$ cat src/design/vend_catalog_pkg.sv
`default_nettype none

package vend_catalog_pkg;

    localparam int num_products = 4;

    // product index and stock count
    typedef logic [1:0] item_t;
    typedef logic [3:0] stock_t;

    // credit counted in 100 won units
    typedef logic [6:0] credit_t;

    localparam stock_t  stock_limit = 4'd9;
    localparam credit_t credit_max  = 7'd99;

    //////////////////////////////
    // per product tables, product 0 sits in the low slot
    localparam credit_t [num_products-1:0] price = {7'd18, 7'd15, 7'd12, 7'd10};

    localparam stock_t [num_products-1:0] init_stock = {4'd4, 4'd0, 4'd1, 4'd9};

    //////////////////////////////
    // coin values in credit units
    localparam credit_t coin_100_units  = 7'd1;
    localparam credit_t coin_500_units  = 7'd5;
    localparam credit_t coin_1000_units = 7'd10;

endpackage

`default_nettype wire

$ cat src/design/vend_ctrl_pkg.sv
`default_nettype none

package vend_ctrl_pkg;

    // coin slot input, one kind per pulse
    typedef enum logic [1:0] {
        coin_none,
        coin_100,
        coin_500,
        coin_1000
    } coin_t;

    // sale result, valid with sale_done
    typedef enum logic [1:0] {
        sale_ok,
        sale_sold_out,
        sale_no_money
    } sale_status_t;

    //////////////////////////////
    // controller FSMs
    typedef enum logic [2:0] {
        s_idle,
        s_read,
        s_wait,
        s_write
    } sale_state_t;

    typedef enum logic [1:0] {
        r_idle,
        r_read,
        r_wait,
        r_write
    } restock_state_t;

endpackage

`default_nettype wire

$ cat src/design/stock_if.sv
`timescale 1ns/1ps
`default_nettype none

interface stock_if;

    // request side
    logic                     req;
    logic                     lock;
    logic                     we;
    vend_catalog_pkg::item_t  idx;
    vend_catalog_pkg::stock_t wdata;

    // grant and read return
    logic                     gnt;
    vend_catalog_pkg::stock_t rdata;
    logic                     rvalid;

    modport requester (output req, lock, we, idx, wdata, input gnt, rdata, rvalid);

    modport arbiter_side (input req, lock, we, idx, wdata, output gnt, rdata, rvalid);

    // the table has no use for the lock
    modport memory (input req, we, idx, wdata, output gnt, rdata, rvalid);

endinterface

`default_nettype wire

$ cat src/design/credit_unit.sv
`timescale 1ns/1ps
`default_nettype none

module credit_unit (
    input  wire logic                      clk,
    input  wire logic                      rst,
    input  wire vend_ctrl_pkg::coin_t      coin,
    input  wire logic                      refund,
    input  wire logic                      charge_en,
    input  wire vend_catalog_pkg::credit_t charge_amt,
    output vend_catalog_pkg::credit_t      credit,
    output logic                           refunding,
    output logic                           change_pulse
);

    vend_catalog_pkg::credit_t coin_units;
    vend_catalog_pkg::credit_t after_charge;
    logic                      coin_ok;

    always_comb begin
        case (coin)
            vend_ctrl_pkg::coin_100:  coin_units = vend_catalog_pkg::coin_100_units;
            vend_ctrl_pkg::coin_500:  coin_units = vend_catalog_pkg::coin_500_units;
            vend_ctrl_pkg::coin_1000: coin_units = vend_catalog_pkg::coin_1000_units;
            default:                  coin_units = '0;
        endcase
    end

    assign after_charge = charge_en ? credit - charge_amt : credit;

    // 99 + 10 still fits in 7 bits
    assign coin_ok = !refunding && (coin_units != '0)
                     && ((after_charge + coin_units) <= vend_catalog_pkg::credit_max);

    always_ff @(posedge clk) begin
        if (!rst) begin
            credit       <= '0;
            refunding    <= 1'b0;
            change_pulse <= 1'b0;
        end else begin
            change_pulse <= 1'b0;
            if (refunding) begin
                // pay back one unit per clock
                if (credit != '0) begin
                    credit       <= credit - 7'd1;
                    change_pulse <= 1'b1;
                end else begin
                    refunding <= 1'b0;
                end
            end else begin
                credit <= coin_ok ? after_charge + coin_units : after_charge;
                if (refund) begin
                    refunding <= 1'b1;
                end
            end
        end
    end

    credit_ceiling: assert property (@(posedge clk) disable iff (!rst)
        credit <= vend_catalog_pkg::credit_max);

endmodule

`default_nettype wire

$ cat src/design/restock_ctrl.sv
`timescale 1ns/1ps
`default_nettype none

module restock_ctrl (
    input  wire logic                    clk,
    input  wire logic                    rst,
    input  wire logic                    admin_mode,
    input  wire logic                    restock,
    input  wire vend_catalog_pkg::item_t restock_item,
    stock_if.requester                   mem,
    output logic                         restock_done,
    output vend_catalog_pkg::stock_t     restock_level
);

    vend_ctrl_pkg::restock_state_t state;
    vend_catalog_pkg::item_t       item;
    logic                          has_room;

    assign has_room = (mem.rdata < vend_catalog_pkg::stock_limit);

    assign mem.req   = (state == vend_ctrl_pkg::r_read) || (state == vend_ctrl_pkg::r_write);
    assign mem.lock  = (state != vend_ctrl_pkg::r_idle);
    assign mem.we    = (state == vend_ctrl_pkg::r_write);
    assign mem.idx   = item;
    assign mem.wdata = restock_level;

    always_ff @(posedge clk) begin
        if (!rst) begin
            state        <= vend_ctrl_pkg::r_idle;
            restock_done <= 1'b0;
        end else begin
            restock_done <= 1'b0;
            case (state)
                vend_ctrl_pkg::r_idle: begin
                    if (restock && admin_mode) begin
                        state <= vend_ctrl_pkg::r_read;
                    end
                end
                vend_ctrl_pkg::r_read: begin
                    if (mem.gnt) begin
                        state <= vend_ctrl_pkg::r_wait;
                    end
                end
                vend_ctrl_pkg::r_wait: begin
                    if (mem.rvalid) begin
                        if (has_room) begin
                            state <= vend_ctrl_pkg::r_write;
                        end else begin
                            // shelf full, nothing to write
                            restock_done <= 1'b1;
                            state        <= vend_ctrl_pkg::r_idle;
                        end
                    end
                end
                vend_ctrl_pkg::r_write: begin
                    if (mem.gnt) begin
                        restock_done <= 1'b1;
                        state        <= vend_ctrl_pkg::r_idle;
                    end
                end
                default: state <= vend_ctrl_pkg::r_idle;
            endcase
        end
    end

    // product and resulting level
    always_ff @(posedge clk) begin
        if ((state == vend_ctrl_pkg::r_idle) && restock) begin
            item <= restock_item;
        end
        if ((state == vend_ctrl_pkg::r_wait) && mem.rvalid) begin
            restock_level <= has_room ? mem.rdata + 4'd1 : mem.rdata;
        end
    end

endmodule

`default_nettype wire

$ cat src/design/sale_ctrl.sv
`timescale 1ns/1ps
`default_nettype none

module sale_ctrl (
    input  wire logic                      clk,
    input  wire logic                      rst,
    input  wire logic                      buy,
    input  wire vend_catalog_pkg::item_t   buy_item,
    input  wire vend_catalog_pkg::credit_t credit,
    input  wire logic                      refunding,
    stock_if.requester                     mem,
    output logic                           charge_en,
    output vend_catalog_pkg::credit_t      charge_amt,
    output logic                           sale_busy,
    output logic                           sale_done,
    output vend_ctrl_pkg::sale_status_t    sale_status,
    output logic                           dispense,
    output vend_catalog_pkg::item_t        dispense_item
);

    vend_ctrl_pkg::sale_state_t state;
    vend_catalog_pkg::item_t    item;
    vend_catalog_pkg::stock_t   count;
    logic                       can_pay;

    assign charge_amt = vend_catalog_pkg::price[item];

    // credit being refunded is not spendable
    assign can_pay = !refunding && (credit >= charge_amt);

    // charge as soon as the stock read says yes
    assign charge_en = (state == vend_ctrl_pkg::s_wait) && mem.rvalid
                       && (mem.rdata != '0) && can_pay;

    //////////////////////////////
    // stock table requests
    assign mem.req   = (state == vend_ctrl_pkg::s_read) || (state == vend_ctrl_pkg::s_write);
    assign mem.lock  = (state != vend_ctrl_pkg::s_idle);
    assign mem.we    = (state == vend_ctrl_pkg::s_write);
    assign mem.idx   = item;
    assign mem.wdata = count - 4'd1;

    assign sale_busy     = (state != vend_ctrl_pkg::s_idle);
    assign dispense_item = item;

    always_ff @(posedge clk) begin
        if (!rst) begin
            state     <= vend_ctrl_pkg::s_idle;
            sale_done <= 1'b0;
            dispense  <= 1'b0;
        end else begin
            sale_done <= 1'b0;
            dispense  <= 1'b0;
            case (state)
                vend_ctrl_pkg::s_idle: begin
                    if (buy && !refunding) begin
                        state <= vend_ctrl_pkg::s_read;
                    end
                end
                vend_ctrl_pkg::s_read: begin
                    if (mem.gnt) begin
                        state <= vend_ctrl_pkg::s_wait;
                    end
                end
                vend_ctrl_pkg::s_wait: begin
                    if (mem.rvalid) begin
                        if (charge_en) begin
                            state <= vend_ctrl_pkg::s_write;
                        end else begin
                            // refused, lock drops with the return to idle
                            sale_done <= 1'b1;
                            state     <= vend_ctrl_pkg::s_idle;
                        end
                    end
                end
                vend_ctrl_pkg::s_write: begin
                    if (mem.gnt) begin
                        sale_done <= 1'b1;
                        dispense  <= 1'b1;
                        state     <= vend_ctrl_pkg::s_idle;
                    end
                end
                default: state <= vend_ctrl_pkg::s_idle;
            endcase
        end
    end

    // latched product, stock and result
    always_ff @(posedge clk) begin
        if ((state == vend_ctrl_pkg::s_idle) && buy) begin
            item <= buy_item;
        end
        if ((state == vend_ctrl_pkg::s_wait) && mem.rvalid) begin
            count <= mem.rdata;
            // sold out wins over missing money
            if (mem.rdata == '0) begin
                sale_status <= vend_ctrl_pkg::sale_sold_out;
            end else if (!can_pay) begin
                sale_status <= vend_ctrl_pkg::sale_no_money;
            end else begin
                sale_status <= vend_ctrl_pkg::sale_ok;
            end
        end
    end

endmodule

`default_nettype wire

$ cat src/design/stock_arbiter.sv
`timescale 1ns/1ps
`default_nettype none

module stock_arbiter (
    input wire logic      clk,
    input wire logic      rst,
    stock_if.arbiter_side sale,
    stock_if.arbiter_side rstk,
    stock_if.requester    mem
);

    // last granted requester, also the lock owner while locked
    logic last_rstk;
    logic locked;
    logic pick_rstk;

    always_comb begin
        if (locked) begin
            pick_rstk = last_rstk;
        end else if (sale.req && rstk.req) begin
            // round robin on contention
            pick_rstk = !last_rstk;
        end else begin
            pick_rstk = rstk.req;
        end
    end

    //////////////////////////////
    // forward the selected request
    assign mem.req   = pick_rstk ? rstk.req   : sale.req;
    assign mem.lock  = pick_rstk ? rstk.lock  : sale.lock;
    assign mem.we    = pick_rstk ? rstk.we    : sale.we;
    assign mem.idx   = pick_rstk ? rstk.idx   : sale.idx;
    assign mem.wdata = pick_rstk ? rstk.wdata : sale.wdata;

    assign sale.gnt = mem.gnt && !pick_rstk;
    assign rstk.gnt = mem.gnt && pick_rstk;

    // read return goes to whoever got the previous grant
    assign sale.rdata  = mem.rdata;
    assign rstk.rdata  = mem.rdata;
    assign sale.rvalid = mem.rvalid && !last_rstk;
    assign rstk.rvalid = mem.rvalid && last_rstk;

    always_ff @(posedge clk) begin
        if (!rst) begin
            last_rstk <= 1'b0;
            locked    <= 1'b0;
        end else if (mem.gnt) begin
            last_rstk <= pick_rstk;
            // locked read opens the window, the write closes it
            locked    <= mem.lock && !mem.we;
        end else if (locked && !mem.lock) begin
            // owner gave up without writing
            locked <= 1'b0;
        end
    end

    grant_onehot: assert property (@(posedge clk) disable iff (!rst)
        !(sale.gnt && rstk.gnt));

endmodule

`default_nettype wire

$ cat src/design/stock_table.sv
`timescale 1ns/1ps
`default_nettype none

module stock_table (
    input wire logic clk,
    input wire logic rst,
    stock_if.memory  mem
);

    vend_catalog_pkg::stock_t count [vend_catalog_pkg::num_products];

    // single port, always ready
    assign mem.gnt = mem.req;

    always_ff @(posedge clk) begin
        if (!rst) begin
            for (int i = 0; i < vend_catalog_pkg::num_products; i++) begin
                count[i] <= vend_catalog_pkg::init_stock[i];
            end
            mem.rvalid <= 1'b0;
        end else begin
            mem.rvalid <= mem.req && !mem.we;
            if (mem.req && mem.we) begin
                count[mem.idx] <= mem.wdata;
            end
        end
    end

    // read data one cycle after the grant
    always_ff @(posedge clk) begin
        if (mem.req && !mem.we) begin
            mem.rdata <= count[mem.idx];
        end
    end

    // controllers must never store more than the shelf holds
    write_in_range: assert property (@(posedge clk) disable iff (!rst)
        (mem.req && mem.we) |-> (mem.wdata <= vend_catalog_pkg::stock_limit));

endmodule

`default_nettype wire

$ cat src/design/vend_top.sv
`timescale 1ns/1ps
`default_nettype none

module vend_top (
    input  wire logic                        clk,
    input  wire logic                        rst,
    input  wire vend_ctrl_pkg::coin_t        coin,
    input  wire logic                        buy,
    input  wire vend_catalog_pkg::item_t     buy_item,
    input  wire logic                        refund,
    input  wire logic                        admin_mode,
    input  wire logic                        restock,
    input  wire vend_catalog_pkg::item_t     restock_item,
    output wire vend_catalog_pkg::credit_t   credit,
    output wire logic                        change_pulse,
    output wire logic                        refunding,
    output wire logic                        sale_busy,
    output wire logic                        sale_done,
    output wire vend_ctrl_pkg::sale_status_t sale_status,
    output wire logic                        dispense,
    output wire vend_catalog_pkg::item_t     dispense_item,
    output wire logic                        restock_done,
    output wire vend_catalog_pkg::stock_t    restock_level
);

    wire logic                      charge_en;
    wire vend_catalog_pkg::credit_t charge_amt;

    // one bus per requester, one into the table
    stock_if sale_bus ();
    stock_if rstk_bus ();
    stock_if table_bus ();

    //////////////////////////////
    // money path
    credit_unit credit_unit_inst (
        .clk          (clk),
        .rst          (rst),
        .coin         (coin),
        .refund       (refund),
        .charge_en    (charge_en),
        .charge_amt   (charge_amt),
        .credit       (credit),
        .refunding    (refunding),
        .change_pulse (change_pulse)
    );

    //////////////////////////////
    // controllers sharing the stock table
    sale_ctrl sale_ctrl_inst (
        .clk           (clk),
        .rst           (rst),
        .buy           (buy),
        .buy_item      (buy_item),
        .credit        (credit),
        .refunding     (refunding),
        .mem           (sale_bus),
        .charge_en     (charge_en),
        .charge_amt    (charge_amt),
        .sale_busy     (sale_busy),
        .sale_done     (sale_done),
        .sale_status   (sale_status),
        .dispense      (dispense),
        .dispense_item (dispense_item)
    );

    restock_ctrl restock_ctrl_inst (
        .clk           (clk),
        .rst           (rst),
        .admin_mode    (admin_mode),
        .restock       (restock),
        .restock_item  (restock_item),
        .mem           (rstk_bus),
        .restock_done  (restock_done),
        .restock_level (restock_level)
    );

    stock_arbiter stock_arbiter_inst (
        .clk  (clk),
        .rst  (rst),
        .sale (sale_bus),
        .rstk (rstk_bus),
        .mem  (table_bus)
    );

    stock_table stock_table_inst (
        .clk (clk),
        .rst (rst),
        .mem (table_bus)
    );

endmodule

`default_nettype wire

$ cat config.mk
export PLATFORM = sky130hd
export DESIGN_NAME = vend_top
export DESIGN_NICKNAME = d
export VERILOG_FILES = /design/src/design/vend_catalog_pkg.sv /design/src/design/vend_ctrl_pkg.sv /design/src/design/stock_if.sv /design/src/design/credit_unit.sv /design/src/design/restock_ctrl.sv /design/src/design/sale_ctrl.sv /design/src/design/stock_arbiter.sv /design/src/design/stock_table.sv /design/src/design/vend_top.sv
export SDC_FILE = /design/constraint.sdc
export NUM_CORES = 1
export LEC_CHECK = 0
export ABC_CLOCK_PERIOD_IN_PS = 7700
export BUFFER_PORTS_ARGS = -buffer_cell sky130_fd_sc_hd__buf_2
export CAP_MARGIN = 20
export CORE_ASPECT_RATIO = 1.2
export CORE_MARGIN = 1.5
export CORE_UTILIZATION = 30
export CTS_BUF_LIST = sky130_fd_sc_hd__clkbuf_4
export DETAILED_ROUTE_END_ITERATION = 8
export HOLD_SLACK_MARGIN = 0.15
export SETUP_SLACK_MARGIN = 0.4
export SYNTH_ARGS = -nofsm -noshare
export SYNTH_HDL_FRONTEND = slang
export SYNTH_HIERARCHICAL = 1
export SYNTH_SLANG_ARGS = --single-unit
$ cat constraint.sdc
create_clock -name clk -period 7.7 [get_ports clk]
set_clock_uncertainty 0.2 [all_clocks]
set_input_delay 0.77 -clock clk [delete_from_list [all_inputs] [get_ports clk]]
set_output_delay 0.77 -clock clk [all_outputs]
set_load 0.05 [all_outputs]
After elaboration in Yosys (flattened, before gate mapping):

Memories as Yosys holds them, arrays and structs flattened. A register that Yosys moved wholly into a read port is not among the register bits.
Cells that the tools add are included.

* memory bits (read-only): 0
* memories: 1
* bits in writable memories: 16
* register bits: 34
* output and inout bits: 21
* bits in latches: 0
* logic and storage cells: 133

* reductions and logical operators: 41
* div/mod/pow operators: 0
* equal/unequal tests: 18
* shifts and indexed selects: 0
* magnitude comparators: 4
* bitwise operators: 0
* $mul: 0
* add/subtract/negate cells: 5
* muxes and demuxes: 48

Memories
* stock_table_inst.count: words 4, bits a word 4, rd ports 1, clocked after memory_dff 1, write ports 4, RTL line stock_table.sv:10 `vend_catalog_pkg::stock_t count [vend_catalog_pkg::num_products];`

Operators by type and width (number)
* $mux W7: 5
* $mux W1: 21
* $logic_and A1 B1 Y1: 20
* $mux W2: 9
* $bmux W7 S2: 1
* $reduce_bool A7 Y1: 2
* $mux W3: 4
* $mux W4: 3
* $pmux W3 S4: 1
* $pmux W4 S3: 1
* $ne A2 B1 Y1 const B: 5
* $eq A2 B2 Y1 const B: 4
* $ne A2 B2 Y1 const B: 4
* $pmux W2 S4: 1
* $reduce_and A4 Y1: 2
* $add A7 B4 Y7: 1
* $ge A7 B7 Y1: 1
* $le A7 B7 Y1 const B: 1
* $sub A7 B1 Y7 const B: 1
* $sub A7 B7 Y7: 1
* $eq A3 B2 Y1 const B: 2
* $logic_not A1 Y1: 5
* $add A4 B1 Y4 const B: 1
* $eq A2 B1 Y1 const B: 2
* 14 further kinds: 18

Longest topological paths before layout:

* depth after elaboration: 12
* mapped depth: 20
* mapped depth without buffers: 18

Hierarchy:

Netlist, hierarchy kept.

Modules (own cells, without submodules)
* credit_unit: area each 1262.5 um2, times used 1, cells each 163
* stock_table: area each 934.6 um2, times used 1, cells each 67
* sale_ctrl: area each 755.7 um2, times used 1, cells each 72
* restock_ctrl: area each 478.0 um2, times used 1, cells each 43
* stock_arbiter: area each 400.4 um2, times used 1, cells each 43

Worst setup path after synthesis:

No wires, ideal clock.

* kind: reg-to-reg
* start point: register sale_ctrl_inst.item[1] (netlist: sale_ctrl_inst/dispense_item[1])
* end point: register credit_unit_inst.credit[0]
* arrival time: 4.753 ns
* slack: 2.625 ns
* cell stages (with the launch flop): 19
* setup time: 0.122 ns
* path through: edfxtp_1 > ha_1 > inv_1 > ha_1 > a2111oi_2 > nor2_1 > a41oi_2 > nor4_1 > buf_2 > buf_2 > o21ai_0 > ha_1 > and3_1 > o21ai_0 > a21oi_1 > a2111oi_0 > a2111o_1 > nand2_1 > a311o_1

* longest elaborated chain between the ends: 11

RTL lines
* from (decl): RTL line sale_ctrl.sv:22 `vend_catalog_pkg::item_t item;`
* from (signal assigned): RTL line sale_ctrl.sv:91 `item <= buy_item;`
* $bmux W7 S2 *: RTL line sale_ctrl.sv:26 `assign charge_amt = vend_catalog_pkg::price[item];`
* $mux W7 (implied by the code) *: RTL line sale_ctrl.sv:26
* via charge_amt[4]: RTL line vend_top.sv:27 `wire vend_catalog_pkg::credit_t charge_amt;`
* $ge A7 B7 Y1 *: RTL line sale_ctrl.sv:29 `assign can_pay = !refunding && (credit >= charge_amt);`
* $logic_and A1 B1 Y1 *: RTL line sale_ctrl.sv:29
* $logic_and A1 B1 Y1 *: RTL line sale_ctrl.sv:33 `&& (mem.rdata != '0) && can_pay;`
* via charge_en: RTL line vend_top.sv:26 `wire logic charge_en;`
* $mux W7 *: RTL line credit_unit.sv:29 `assign after_charge = charge_en ? credit - charge_amt : credit;`
* $add A7 B4 Y7: RTL line credit_unit.sv:33, credit_unit.sv:51
* $le A7 B7 Y1: RTL line credit_unit.sv:33 `&& ((after_charge + coin_units) <= vend_catalog_pkg::credit_max);`
* $logic_and A1 B1 Y1: RTL line credit_unit.sv:33
* $mux W7 *: RTL line credit_unit.sv:51 `credit <= coin_ok ? after_charge + coin_units : after_charge;`
* $mux W7 *: RTL line credit_unit.sv:42 `if (refunding) begin`
* to (signal assigned): RTL line credit_unit.sv:45 `credit <= credit - 7'd1;`
* to (signal assigned): RTL line credit_unit.sv:51
* to (decl): RTL line credit_unit.sv:11 `output vend_catalog_pkg::credit_t credit,`

Mark *: on every way through the listed nets, which the timed path passes. The rest lies on a longest branch. The select of a mux whose other input is x is not followed.
A chain may end at the register's enable or synchronous reset.

Final worst setup path:

Same ends and word-level chain as after synthesis.

==> reports/metrics.cfg <==
[run_status]
status = completed

[cts]
cts_root_buffer = clkbuf_4
cts.sinks = 53
clk_latency_ns = 0.39
cts_tree = yes
cts_setup_buffers = 0
cts_buffer_depth = 2
cts_inserted_buffers = 5
clkSlewWorstSetupHoldPaths_ns = 0.18
htree_levels = 2
cts_resized = 0
postCtsHoldBufs = 0

[placement]
gp_congestion = 0.824
portBuffers = 32
dp_hpwl_um = 6570

[power_and_ir_drop]
max-vdd-ir-drop_uv = 148
power_density_nw_per_um2 = 253
p_leak_uw = 0.00167

[grt]
gr-total-overflow = 0
grt.total_usage = 0.126
grt_pass1_vias = 2750
antenna_found_initial = 2
grt_max_degree = 31
grt_pass1_wl_um = 13600

[floorplanning]
initial_core_util = 0.305
rows = 45
core_region_area_um2 = 12600
dieArea_um2 = 13400
die_y_um = 127
dieWidth_um = 106
num_io_pins = 33

[worst_setup_path]
critPathLaunchType = flip-flop
crit_type = flip-flop to flip-flop
crit_buf_inv = 2
max_stage_delay_ns = 0.55
cp-end-kind = flip-flop
path_max_fanout = 19
worst_ep_arrival_time_ns = 5.31
critical_path_required_ns = 7.80
path_cells = ha_1 > inv_1 > ha_1 > a2111oi_2 > nor2_1 > a41oi_2 > nor4_2 > buf_4 > o21ai_0 > ha_1 > and3_1 > o21ai_0 > a21oi_1 > a2111oi_0 > a2111o_1 > nand2_1 > a311o_1
critPathTopFamily = compound AO/OA/AOI/OAI gates
critPathSlowestCell = a2111oi_0
cp_common_cell = ha_1

[synth]
syn_inst = 387
netlist_area_um2 = 3830
synth-warning-count = 6
syn_area_per_cell_um2 = 9.89

[timing]
max_freq_mhz = 192
maxSlewHeadroom = 0.551
fin_crit_sh = 0.677
drv_slew = 0
setup_tns_ns = 0
rsz0062_at_grt = false
setup_viol = 0
hold_viol = 0
fin_crit_ns = 5.22
tightest_slew_ns = 0.666

[finish]
finalNetCount = 438
area_growth_pct = 6.73
final_util = 0.325
drive_gt1_frac = 0.173

[routing]
drt_iter0_drc = 115
drcViolationCount = 0
vias = 2864
wl_per_cell_um = 14.7
routed_wl_um = 8300
ant_nets = 0
vias_per_cell = 5.08
firstDrtPassIters = 4

[flow_run]
cap_violations = 0

[hold_path]
hp-class = flip-flop to flip-flop

-- final cells by class --
| cell class | instances | area (um^2) |
|---|---|---|
| Clock inverter | 3 | 28.8 |
| Tap cell | 164 | 205 |
| Fill cell | 1278 | 8470 |
| Inverter | 32 | 120 |
| Timing Repair Buffer | 34 | 175 |
| Antenna cell | 1 | 2.50 |
| Multi-Input combinational cell | 272 | 2110 |
| Sequential cell | 53 | 1400 |
| Clock buffer | 5 | 37.5 |
-- layout by cell type (no fill, tap or decap), types with 3 or more instances in the layout --
master and instances:
edfxtp_1 34, o221ai_1 3, mux2i_1 3, a21o_1 6, nand3_1 5, o211a_1 3, o21ai_0 11, nand2_1 25
mux4_2 4, or4_1 3, xnor2_1 4, nand2b_1 11, o21a_1 3, nor3b_1 5, clkbuf_4 5, nand4b_1 5
or3_1 3, o31ai_1 4, nor2b_1 11, a31oi_1 4, ha_1 26, or2_2 4, a211oi_1 4, nor3_1 5
nor2_1 23, inv_1 32, and2_1 6, and3_1 5, buf_2 32, xor2_1 7, dfxtp_1 19, a21oi_1 14
mux2_1 7, nand3b_1 7
-- power by group --
| group | switching [uW] | internal (uW) | total (uW) |
|---|---|---|---|
| combinational | 300 | 195 | 495 |
| clock | 102 | 39.9 | 142 |
| sequential | 57.5 | 340 | 398 |
| total | 460 | 575 | 1040 |
-- through the flow --
step | worst slack [ns] | total power (uW) | cell area, um^2 | instances | hold slack, ns
4_1_cts | 2.40 | 1040 | 4080 | 563 | 0.331
2_1_floorplan | 2.63 | 802 | 3830 | 388 | 0.258
3_5_place_dp | 2.50 | 901 | 4020 | 555 | 0.325
5_1_grt | 2.06 | 1110 | 4090 | 564 | 0.317
3_3_place_gp | 2.71 | 892 | 4020 | 555 | 0.317
6_report | 2.48 | 1040 | 4090 | 564 | 0.346
-- worst min-delay path: cells and delay by family (launching register included) --
kind	cells	cell delay, ns
flops	1	0.39
simple gates	2	0.13
-- worst paths after layout --
kind,start,end,cells after the start,slack [ns]
min,restock_ctrl_inst/state[1],restock_ctrl_inst/restock_done,2,0.35
max reg2reg,sale_ctrl_inst/dispense_item[1],credit_unit_inst/credit[0],17,2.48
max,sale_ctrl_inst/dispense_item[1],credit_unit_inst/credit[0],17,2.48
min reg2reg,restock_ctrl_inst/state[1],restock_ctrl_inst/restock_done,2,0.35
-- state kept, by name, indices dropped and copies added, names as in the netlist, 2 cells and up --
register                      count
credit_unit_inst/credit           7
restock_ctrl_inst/mem.idx         2
restock_ctrl_inst/mem.wdata       4
restock_ctrl_inst/state           2
sale_ctrl_inst/count              4
sale_ctrl_inst/dispense_item      2
sale_ctrl_inst/sale_status        2
sale_ctrl_inst/state              2
stock_table_inst/count           16
stock_table_inst/mem.rdata        4
-- metal layers --
metal / global-route usage / part of all wire
met3: 0.0262 / 0.038
met2: 0.228 / 0.52
met1: 0.149 / 0.43
met5: 0 / 0.0024
met4: 0.0374 / 0.014
Power figures use the tool's default switching activity.
